### src/hdl/rv32i_pkg.sv
package rv32i_pkg;

  // Memory geometry and reset address
  localparam int MEM_WORDS = 256; // Depth in 32-bit words

  typedef logic [31:0] word_t;                      // Data, addresses and instructions
  typedef logic [4:0]  reg_addr_t;                  // Register index
  typedef logic [$clog2(MEM_WORDS)-1:0] mem_index_t; // Word index into memory

  localparam word_t PC_RESET = 32'h0000_0000; // Byte address of the first fetch

  // ALU operations
  typedef enum logic [3:0] {
    ALU_ADD,
    ALU_SUB,
    ALU_SLL,
    ALU_SLT,
    ALU_SLTU,
    ALU_XOR,
    ALU_SRL,
    ALU_SRA,
    ALU_OR,
    ALU_AND
  } alu_op_t;

  // Immediate formats
  typedef enum logic [2:0] {
    IMM_I,
    IMM_S,
    IMM_B,
    IMM_U,
    IMM_J
  } imm_format_t;

  // Major opcodes of the supported subset
  localparam logic [6:0] OP_R      = 7'b0110011;
  localparam logic [6:0] OP_I      = 7'b0010011;
  localparam logic [6:0] OP_LOAD   = 7'b0000011;
  localparam logic [6:0] OP_STORE  = 7'b0100011;
  localparam logic [6:0] OP_BRANCH = 7'b1100011;
  localparam logic [6:0] OP_LUI    = 7'b0110111;
  localparam logic [6:0] OP_JAL    = 7'b1101111;

  // Branch conditions
  localparam logic [2:0] F3_BEQ = 3'b000;
  localparam logic [2:0] F3_BNE = 3'b001;

  // Controller states
  typedef enum logic [2:0] {
    S_FETCH,
    S_DECODE,
    S_EXECUTE,
    S_MEM_ADDR,
    S_MEM_WAIT,
    S_WRITEBACK,
    S_HALT
  } core_state_t;

endpackage

### src/hdl/register_file.sv
`timescale 1ns/10ps

module register_file (
  input  logic                 clk,
  input  rv32i_pkg::reg_addr_t rd_addr0,
  input  rv32i_pkg::reg_addr_t rd_addr1,
  output rv32i_pkg::word_t     rd_data0,
  output rv32i_pkg::word_t     rd_data1,
  input  logic                 wr_ena,
  input  rv32i_pkg::reg_addr_t wr_addr,
  input  rv32i_pkg::word_t     wr_data
);

  rv32i_pkg::word_t regs [32];

  // Entry 0 is never written
  always_ff @(posedge clk) begin
    if (wr_ena && (wr_addr != 5'd0)) begin
      regs[wr_addr] <= wr_data;
    end
  end

  // x0 reads as zero
  assign rd_data0 = (rd_addr0 == 5'd0) ? '0 : regs[rd_addr0];
  assign rd_data1 = (rd_addr1 == 5'd0) ? '0 : regs[rd_addr1];

endmodule

### src/hdl/alu.sv
`timescale 1ns/10ps

module alu (
  input  rv32i_pkg::word_t   a,
  input  rv32i_pkg::word_t   b,
  input  rv32i_pkg::alu_op_t op,
  output rv32i_pkg::word_t   result,
  output logic               equal
);

  logic [4:0] shamt;

  assign shamt = b[4:0]; // Only the low five bits shift

  always_comb begin
    case (op)
      rv32i_pkg::ALU_ADD:  result = a + b;
      rv32i_pkg::ALU_SUB:  result = a - b;
      rv32i_pkg::ALU_SLL:  result = a << shamt;
      rv32i_pkg::ALU_SLT:  result = {31'd0, $signed(a) < $signed(b)};
      rv32i_pkg::ALU_SLTU: result = {31'd0, a < b};
      rv32i_pkg::ALU_XOR:  result = a ^ b;
      rv32i_pkg::ALU_SRL:  result = a >> shamt;
      rv32i_pkg::ALU_SRA:  result = $signed(a) >>> shamt; // Sign bit fills from the left
      rv32i_pkg::ALU_OR:   result = a | b;
      rv32i_pkg::ALU_AND:  result = a & b;
      default:             result = '0;
    endcase
  end

  // BEQ and BNE decision
  assign equal = (a == b);

endmodule

### src/hdl/immediate_extender.sv
`timescale 1ns/10ps

module immediate_extender (
  input  rv32i_pkg::word_t       instruction,
  input  rv32i_pkg::imm_format_t format,
  output rv32i_pkg::word_t       imm
);

  logic sign;

  assign sign = instruction[31]; // Every format takes its sign from bit 31

  always_comb begin
    case (format)
      rv32i_pkg::IMM_I: imm = {{20{sign}}, instruction[31:20]};
      rv32i_pkg::IMM_S: imm = {{20{sign}}, instruction[31:25], instruction[11:7]};
      // Branch offsets are in halfwords
      rv32i_pkg::IMM_B: imm = {{19{sign}}, sign, instruction[7], instruction[30:25],
                               instruction[11:8], 1'b0};
      rv32i_pkg::IMM_U: imm = {instruction[31:12], 12'd0}; // Upper twenty bits
      rv32i_pkg::IMM_J: imm = {{11{sign}}, sign, instruction[19:12], instruction[20],
                               instruction[30:21], 1'b0};
      default:          imm = '0;
    endcase
  end

endmodule

### src/hdl/rv32i_multicycle_core.sv
`timescale 1ns/10ps

module rv32i_multicycle_core (
  input  logic                 clk,
  input  logic                 rst,
  input  logic                 ena,
  output rv32i_pkg::word_t     mem_addr,
  output rv32i_pkg::word_t     mem_wr_data,
  output logic                 mem_wr_ena,
  input  rv32i_pkg::word_t     mem_rd_data,
  output logic                 retire_ena,
  output rv32i_pkg::reg_addr_t retire_rd,
  output rv32i_pkg::word_t     retire_data,
  output logic                 halted
);

  rv32i_pkg::core_state_t state;
  rv32i_pkg::core_state_t state_next;

  // Architectural and internal registers
  rv32i_pkg::word_t pc;
  rv32i_pkg::word_t instr;
  rv32i_pkg::word_t op_a;
  rv32i_pkg::word_t op_b;
  rv32i_pkg::word_t alu_result;
  rv32i_pkg::word_t load_data;
  logic             branch_taken;

  rv32i_pkg::word_t pc_plus4;
  rv32i_pkg::word_t pc_target;
  rv32i_pkg::word_t rf_rd_data0;
  rv32i_pkg::word_t rf_rd_data1;
  rv32i_pkg::word_t wb_data;
  rv32i_pkg::word_t imm;
  rv32i_pkg::word_t alu_a;
  rv32i_pkg::word_t alu_b;
  rv32i_pkg::word_t alu_out;
  logic             alu_equal;

  rv32i_pkg::alu_op_t     alu_op;
  rv32i_pkg::imm_format_t imm_format;

  logic [6:0] opcode;
  logic [2:0] funct3;
  logic       funct7_alt;
  logic       is_r;
  logic       is_i;
  logic       is_load;
  logic       is_store;
  logic       is_branch;
  logic       is_lui;
  logic       is_jal;
  logic       supported;
  logic       writes_rd;
  logic       take_target;

  // Decode from the latched instruction
  assign opcode     = instr[6:0];
  assign funct3     = instr[14:12];
  assign funct7_alt = instr[30]; // SUB and SRA select

  assign is_r      = (opcode == rv32i_pkg::OP_R);
  assign is_i      = (opcode == rv32i_pkg::OP_I);
  assign is_load   = (opcode == rv32i_pkg::OP_LOAD);
  assign is_store  = (opcode == rv32i_pkg::OP_STORE);
  assign is_branch = (opcode == rv32i_pkg::OP_BRANCH);
  assign is_lui    = (opcode == rv32i_pkg::OP_LUI);
  assign is_jal    = (opcode == rv32i_pkg::OP_JAL);

  // Anything outside the subset halts, ECALL included
  assign supported = is_r | is_i | is_load | is_store | is_lui | is_jal |
                     (is_branch & ((funct3 == rv32i_pkg::F3_BEQ) |
                                   (funct3 == rv32i_pkg::F3_BNE)));
  assign writes_rd = is_r | is_i | is_load | is_lui | is_jal;

  always_comb begin
    alu_op = rv32i_pkg::ALU_ADD; // Address and LUI sums
    if (is_r || is_i) begin
      case (funct3)
        3'b000:  alu_op = (is_r && funct7_alt) ? rv32i_pkg::ALU_SUB : rv32i_pkg::ALU_ADD;
        3'b001:  alu_op = rv32i_pkg::ALU_SLL;
        3'b010:  alu_op = rv32i_pkg::ALU_SLT;
        3'b011:  alu_op = rv32i_pkg::ALU_SLTU;
        3'b100:  alu_op = rv32i_pkg::ALU_XOR;
        3'b101:  alu_op = funct7_alt ? rv32i_pkg::ALU_SRA : rv32i_pkg::ALU_SRL;
        3'b110:  alu_op = rv32i_pkg::ALU_OR;
        default: alu_op = rv32i_pkg::ALU_AND;
      endcase
    end
  end

  always_comb begin
    case (opcode)
      rv32i_pkg::OP_STORE:  imm_format = rv32i_pkg::IMM_S;
      rv32i_pkg::OP_BRANCH: imm_format = rv32i_pkg::IMM_B;
      rv32i_pkg::OP_LUI:    imm_format = rv32i_pkg::IMM_U;
      rv32i_pkg::OP_JAL:    imm_format = rv32i_pkg::IMM_J;
      default:              imm_format = rv32i_pkg::IMM_I;
    endcase
  end

  // LUI adds its immediate to zero
  assign alu_a = is_lui ? '0 : op_a;
  assign alu_b = (is_r || is_branch) ? op_b : imm;

  assign pc_plus4    = pc + 32'd4;
  assign pc_target   = pc + imm; // Branch and jump destination
  assign take_target = is_jal | (is_branch & branch_taken);

  always_comb begin
    if (is_load) begin
      wb_data = load_data;
    end else if (is_jal) begin
      wb_data = pc_plus4; // Link address
    end else begin
      wb_data = alu_result;
    end
  end

  always_comb begin
    case (state)
      rv32i_pkg::S_FETCH:  state_next = rv32i_pkg::S_DECODE;
      rv32i_pkg::S_DECODE: state_next = rv32i_pkg::S_EXECUTE;
      rv32i_pkg::S_EXECUTE: begin
        if (!supported) begin
          state_next = rv32i_pkg::S_HALT;
        end else if (is_load || is_store) begin
          state_next = rv32i_pkg::S_MEM_ADDR;
        end else begin
          state_next = rv32i_pkg::S_WRITEBACK;
        end
      end
      rv32i_pkg::S_MEM_ADDR:
        state_next = is_load ? rv32i_pkg::S_MEM_WAIT : rv32i_pkg::S_WRITEBACK;
      rv32i_pkg::S_MEM_WAIT:  state_next = rv32i_pkg::S_WRITEBACK;
      rv32i_pkg::S_WRITEBACK: state_next = rv32i_pkg::S_FETCH;
      default:                state_next = rv32i_pkg::S_HALT; // Stays until reset
    endcase
  end

  always_ff @(posedge clk) begin
    if (rst) begin
      state <= rv32i_pkg::S_FETCH;
      pc    <= rv32i_pkg::PC_RESET;
    end else if (ena) begin
      state <= state_next;
      if (state == rv32i_pkg::S_WRITEBACK) begin
        pc <= take_target ? pc_target : pc_plus4;
      end
    end
  end

  always_ff @(posedge clk) begin
    if (ena) begin
      case (state)
        rv32i_pkg::S_DECODE: begin
          instr <= mem_rd_data; // Fetched word arrives now
          op_a  <= rf_rd_data0;
          op_b  <= rf_rd_data1;
        end
        rv32i_pkg::S_EXECUTE: begin
          alu_result   <= alu_out;
          branch_taken <= (funct3 == rv32i_pkg::F3_BNE) ? ~alu_equal : alu_equal;
        end
        rv32i_pkg::S_MEM_WAIT: load_data <= mem_rd_data;
        default: ;
      endcase
    end
  end

  // Data address held through the load wait
  assign mem_addr = ((state == rv32i_pkg::S_MEM_ADDR) || (state == rv32i_pkg::S_MEM_WAIT)) ?
                    alu_result : pc;
  assign mem_wr_data = op_b;
  assign mem_wr_ena  = ena && (state == rv32i_pkg::S_MEM_ADDR) && is_store;

  assign retire_ena  = ena && (state == rv32i_pkg::S_WRITEBACK) && writes_rd &&
                       (instr[11:7] != 5'd0);
  assign retire_rd   = instr[11:7];
  assign retire_data = wb_data;
  assign halted      = (state == rv32i_pkg::S_HALT);

  // Source fields come straight from memory during decode
  register_file register_file_inst (
    .clk      (clk),
    .rd_addr0 (mem_rd_data[19:15]),
    .rd_addr1 (mem_rd_data[24:20]),
    .rd_data0 (rf_rd_data0),
    .rd_data1 (rf_rd_data1),
    .wr_ena   (retire_ena),
    .wr_addr  (retire_rd),
    .wr_data  (wb_data)
  );

  alu alu_inst (
    .a      (alu_a),
    .b      (alu_b),
    .op     (alu_op),
    .result (alu_out),
    .equal  (alu_equal)
  );

  immediate_extender immediate_extender_inst (
    .instruction (instr),
    .format      (imm_format),
    .imm         (imm)
  );

endmodule

### config.mk
export PLATFORM = sky130hd
export DESIGN_NAME = rv32i_multicycle_core
export DESIGN_NICKNAME = d
export VERILOG_FILES = /design/src/hdl/rv32i_pkg.sv /design/src/hdl/register_file.sv /design/src/hdl/alu.sv /design/src/hdl/immediate_extender.sv /design/src/hdl/rv32i_multicycle_core.sv
export SDC_FILE = /design/constraint.sdc
export NUM_CORES = 2
export LEC_CHECK = 0
export ABC_CLOCK_PERIOD_IN_PS = 19230
export BUFFER_PORTS_ARGS = -buffer_cell sky130_fd_sc_hd__buf_2
export CELL_PAD_IN_SITES_DETAIL_PLACEMENT = 1
export CELL_PAD_IN_SITES_GLOBAL_PLACEMENT = 2
export CORE_AREA = 2 2 369 371
export DETAILED_ROUTE_END_ITERATION = 10
export DIE_AREA = 0 0 371 373
export PLACE_DENSITY_LB_ADDON = 0.25
export SYNTH_ARGS = -nofsm -noshare
export SYNTH_HDL_FRONTEND = slang
export SYNTH_SLANG_ARGS = --single-unit
### constraint.sdc
create_clock -name clk -period 19.23 [get_ports clk]
set_input_delay 3.846 -clock clk [delete_from_list [all_inputs] [get_ports clk]]
set_output_delay 3.846 -clock clk [all_outputs]
set_load 0.05 [all_outputs]
==> metrics.csv <==
stage,metric,value,unit
run_status,outcome,completed,
logic_synthesis,Synth area leaders,"sky130_fd_sc_hd__edfxtp_1 53%, sky130_fd_sc_hd__mux4_2 22%, sky130_fd_sc_hd__ha_1 2.5%, sky130_fd_sc_hd__o21ai_0 1.9%, sky130_fd_sc_hd__mux2i_1 1.8%",
sta,final count of hold timing violations,0,
die,overall die area,0.138,sq mm
worst_setup_path,critical path type,input port to output pin,
cts,Post-CTS Setup Repair Bufs,0,
sta,Total Neg Setup Slack,0,ns
worst_setup_path,number of cells on the worst reg-to-reg path,20,
sta,worst clock skew,0.0249,ns
sta,final slew viol count,0,
logic_synthesis,area of the mapped netlist,0.0670,sq mm
worst_hold_path,start point of the worst hold path,pc[0],
sta,max-slew headroom at the worst pin,21.4,%
worst_setup_path,crit path max fanout,18,
route,antenna-violating nets left,0,
cts,Sinks on Clock Net,1220,
worst_hold_path,Hold Path Cell Cnt,2,
sta,share of the cycle needed by the critical path after routing,48.6,%
cts,number of buffers created by CTS,133,
worst_setup_path,critical path arrival,5.50,ns
logic_synthesis,number of distinct standard cells referenced by the synthesized netlist,96,
logic_synthesis,number of warnings printed during yosys synthesis,0,
sta,maximum achievable frequency,107,MHz
worst_setup_path,launching point of the worst reg2reg path,instr[6],
run,max cap viols,0,
power_and_ir_drop,Switching Power,1.60,mW
cts,number of buffers added to fix hold violations after cts,0,
worst_hold_path,Min-Delay Path Class,register to register,
logic_synthesis,Mapped Avg Cell Area,14.6,sq um
route,vias per std cell,7.18,
die,DIE WIDTH,371,microns
worst_setup_path,Critical-path top delay cell,sky130_fd_sc_hd__nor2_1,
cts,cell at the root of the clock tree,sky130_fd_sc_hd__clkbuf_16,
worst_setup_path,buffering stage count on the worst path with inverters included,3,
worst_setup_path,worst path cell trace,buf_2 -> nand4b_1 -> buf_4 -> nor2_1 -> o31a_1 -> buf_2,
die,Initial Utilization,49.7,%
logic_synthesis,fraction of registers with async set/reset,0,%
worst_hold_path,endpoint with the worst hold slack,pc[0],
worst_setup_path,cell with the most instances on the worst path,sky130_fd_sc_hd__buf_2,
sta,"Min Clock Period, post-route",9.34,ns
global_routing,largest net degree at the start of global routing,149,
worst_setup_path,launching element type of the critical path,input port,
cts,htree depth,4,
die,die height,373,microns
sta,Final setup viols,0,
cts,clock slew at reported path FFs,0.06,ns
power_and_ir_drop,total power after layout,6.22,mW
route,initial drt markers,6107,
route,detailed-router iteration count before antenna repair,6,
logic_synthesis,commonest register cell after synthesis,sky130_fd_sc_hd__edfxtp_1,
power_and_ir_drop,peak supply drop,0.0951,mV
die,placeable core region,0.135,sq mm
global_routing,initial antenna violation count,14,
die,io pins,139,
power_and_ir_drop,combinational group share of total power,12.1,%
placement,port bufs,138,
logic_synthesis,share of the synthesized area in the top cell type,53.1,%
power_and_ir_drop,sequential group share of total power,47.6,%
logic_synthesis,Synth Register Bits,1220,
power_and_ir_drop,fraction of power spent switching nets,25.7,%
worst_setup_path,kind of end point of the critical path,output pin,
route,routed vias,47100,
global_routing,total global routing track utilization,37.2,%
global_routing,"Remaining Overflow, GRT",0,
route,wire per inst,39.0,microns
power_and_ir_drop,clock network fraction of total power,40.3,%
finish,count of filler cells inserted in the layout,12700,
power_and_ir_drop,cell internal pwr,4.62,mW
finish,final core utilization,55.3,%
logic_synthesis,number of flops mapped to enable cells by yosys,1185,
worst_setup_path,category of cells accounting for the largest share of critical-path delay,buffers and inverters,
cts,clock tree from TritonCTS,yes,
logic_synthesis,sequential element share of the synthesized area,54.2,%
cts,clock insertion delay at the later pin of the skew report,0.78,ns
global_routing,wire length of the first global-routing pass,361,mm
logic_synthesis,top cell type by total area after synthesis,sky130_fd_sc_hd__edfxtp_1,
cts,PostCTS Resize Cnt,0,
finish,ratio of cells with drive above 1 in the final layout,26.5,%
cts,Max Buffers Root-to-Sink,3,
finish,area growth from synthesis to final layout,11.3,%
worst_setup_path,worst setup slack for register-to-register paths,11.97,ns
logic_synthesis,cell count after synthesis,4572,
sta,slew of the pin with the lowest slew margin,1.15,ns
power_and_ir_drop,power per cell area,83.5,mW/mm^2
route,final routed DRC violation total,0,
worst_setup_path,terminus of the critical flop-to-flop path,alu_result[23],
global_routing,via count of the first global-routing pass,47300,
placement,routability-driven placement congestion ratio,1.06,
power_and_ir_drop,Static Leakage,25.0,nW
die,Site Rows,135,
logic_synthesis,most frequent cells after synthesis,"1185 x sky130_fd_sc_hd__edfxtp_1, 645 x sky130_fd_sc_hd__mux4_2, 295 x sky130_fd_sc_hd__nand2_1, 287 x sky130_fd_sc_hd__nor2_1, 256 x sky130_fd_sc_hd__o21ai_0",
finish,net count reported at finish,4846,
route,Post-Route WL,256,mm
worst_setup_path,Crit path required time,15.38,ns
placement,post-DP HPWL,162,mm
logic_synthesis,most frequent cell after synthesis,sky130_fd_sc_hd__edfxtp_1,
worst_setup_path,Crit path largest cell delay,0.55,ns
sta,unrepaired setup endpoints after global routing,false,
==> power by group through the flow <==
stage          Sequential (mW)  Combinational, mW  Clock [mW]
3_5_place_dp              3.01              0.738           0
2_1_floorplan             3.00              0.480           0
3_3_place_gp              3.01              0.730           0
6_report                  2.96              0.753        2.51
5_1_grt                   2.96              0.788        2.63
4_1_cts                   2.95              0.743        2.54
==> cell usage in the layout, fill, tap and decap left out, types with 28 or more instances in the layout <==
cell and instances:
sky130_fd_sc_hd__o21a_1 28, sky130_fd_sc_hd__nor3_1 74, sky130_fd_sc_hd__o21ai_0 222, sky130_fd_sc_hd__edfxtp_1 1185, sky130_fd_sc_hd__mux4_2 645, sky130_fd_sc_hd__mux2_2 43
sky130_fd_sc_hd__clkbuf_16 135, sky130_fd_sc_hd__conb_1 32, sky130_fd_sc_hd__xnor2_1 44, sky130_fd_sc_hd__nor2_1 253, sky130_fd_sc_hd__a21o_1 48, sky130_fd_sc_hd__o21ai_2 34
sky130_fd_sc_hd__dfxtp_1 35, sky130_fd_sc_hd__nand3_1 88, sky130_fd_sc_hd__xor2_1 28, sky130_fd_sc_hd__clkbuf_1 33, sky130_fd_sc_hd__nand2_1 294, sky130_fd_sc_hd__and3_1 30
sky130_fd_sc_hd__mux2i_1 121, sky130_fd_sc_hd__o211ai_1 50, sky130_fd_sc_hd__a211oi_1 49, sky130_fd_sc_hd__inv_1 131, sky130_fd_sc_hd__buf_4 143, sky130_fd_sc_hd__a21oi_1 226
sky130_fd_sc_hd__ha_1 132, sky130_fd_sc_hd__buf_2 128, sky130_fd_sc_hd__nor2_4 34
==> metrics by stage <==
step	instances	hold WS, ns	cell area (sq um)	worst slack [ns]
finish	6562	0.553	74500	9.89
global route	6557	0.591	74500	9.80
CTS	6557	0.550	74500	9.94
detailed placement	6322	0.541	70300	9.95
global placement	6322	0.527	70300	10.00
floorplan	4603	0.491	67100	9.69
==> flip-flops by register name, indices dropped and copies added (netlist names) <==
register,count
op_a,32
pc,32
load_data,32
register_file_inst.regs,1024
instr,32
mem_wr_data,32
state,3
branch_taken,1
alu_result,32
==> area by class of cell <==
type / instances / area, sq um / share of cell area (%)
sequential: 1220 / 36300 / 48.7
antenna: 5 / 12.5 / 0.0168
timing repair buffer: 280 / 1860 / 2.49
clock buffer: 168 / 3500 / 4.70
tap: 1781 / 2230 / 2.99
clock inverter: 67 / 702 / 0.942
multi-input combinational: 2906 / 29400 / 39.5
inverter: 135 / 507 / 0.680
==> worst reg2reg max path: cells and delay by family, from the launching register on <==
kind | cells | cell delay, ns
compound gates | 9 | 3.08
xor+xnor | 1 | 0.16
fa+ha+maj | 1 | 0.47
buf+inv | 2 | 0.41
flops | 1 | 0.61
simple gates | 7 | 2.21
==> worst max path at each step <==
stage / startpoint / endpoint / slack (ns) / depth (start not counted)
after floorplan: ena / mem_wr_ena / 9.69 / 4
after CTS: ena / retire_ena / 9.94 / 6
final: ena / retire_ena / 9.89 / 6
after global placement: ena / retire_ena / 10.00 / 6
after detailed placement: ena / retire_ena / 9.95 / 6
after global routing: ena / retire_ena / 9.80 / 6
==> layer usage <==
| layer | wire length (microns) | part of all wire, % | track usage (%) |
|---|---|---|---|
| met1 | 96000 | 37 | 50.3 |
| met2 | 118000 | 46 | 56.6 |
| met3 | 25800 | 10 | 7.61 |
| met4 | 16500 | 6.5 | 20.4 |
| met5 | 116 | 0.045 | 0 |
==> logic make-up after synthesis <==
kind of cell / Yosys count / synth area share [%]
flops: 1220 / 54.2
buf+inv: 477 / 2.79
fa+ha+maj: 135 / 2.56
mux: 811 / 24.3
compound gates: 923 / 8.90
other cells: 1 / 0.00560
simple gates: 933 / 6.34
xor+xnor: 72 / 0.942
(Power assumes the default switching activity.)
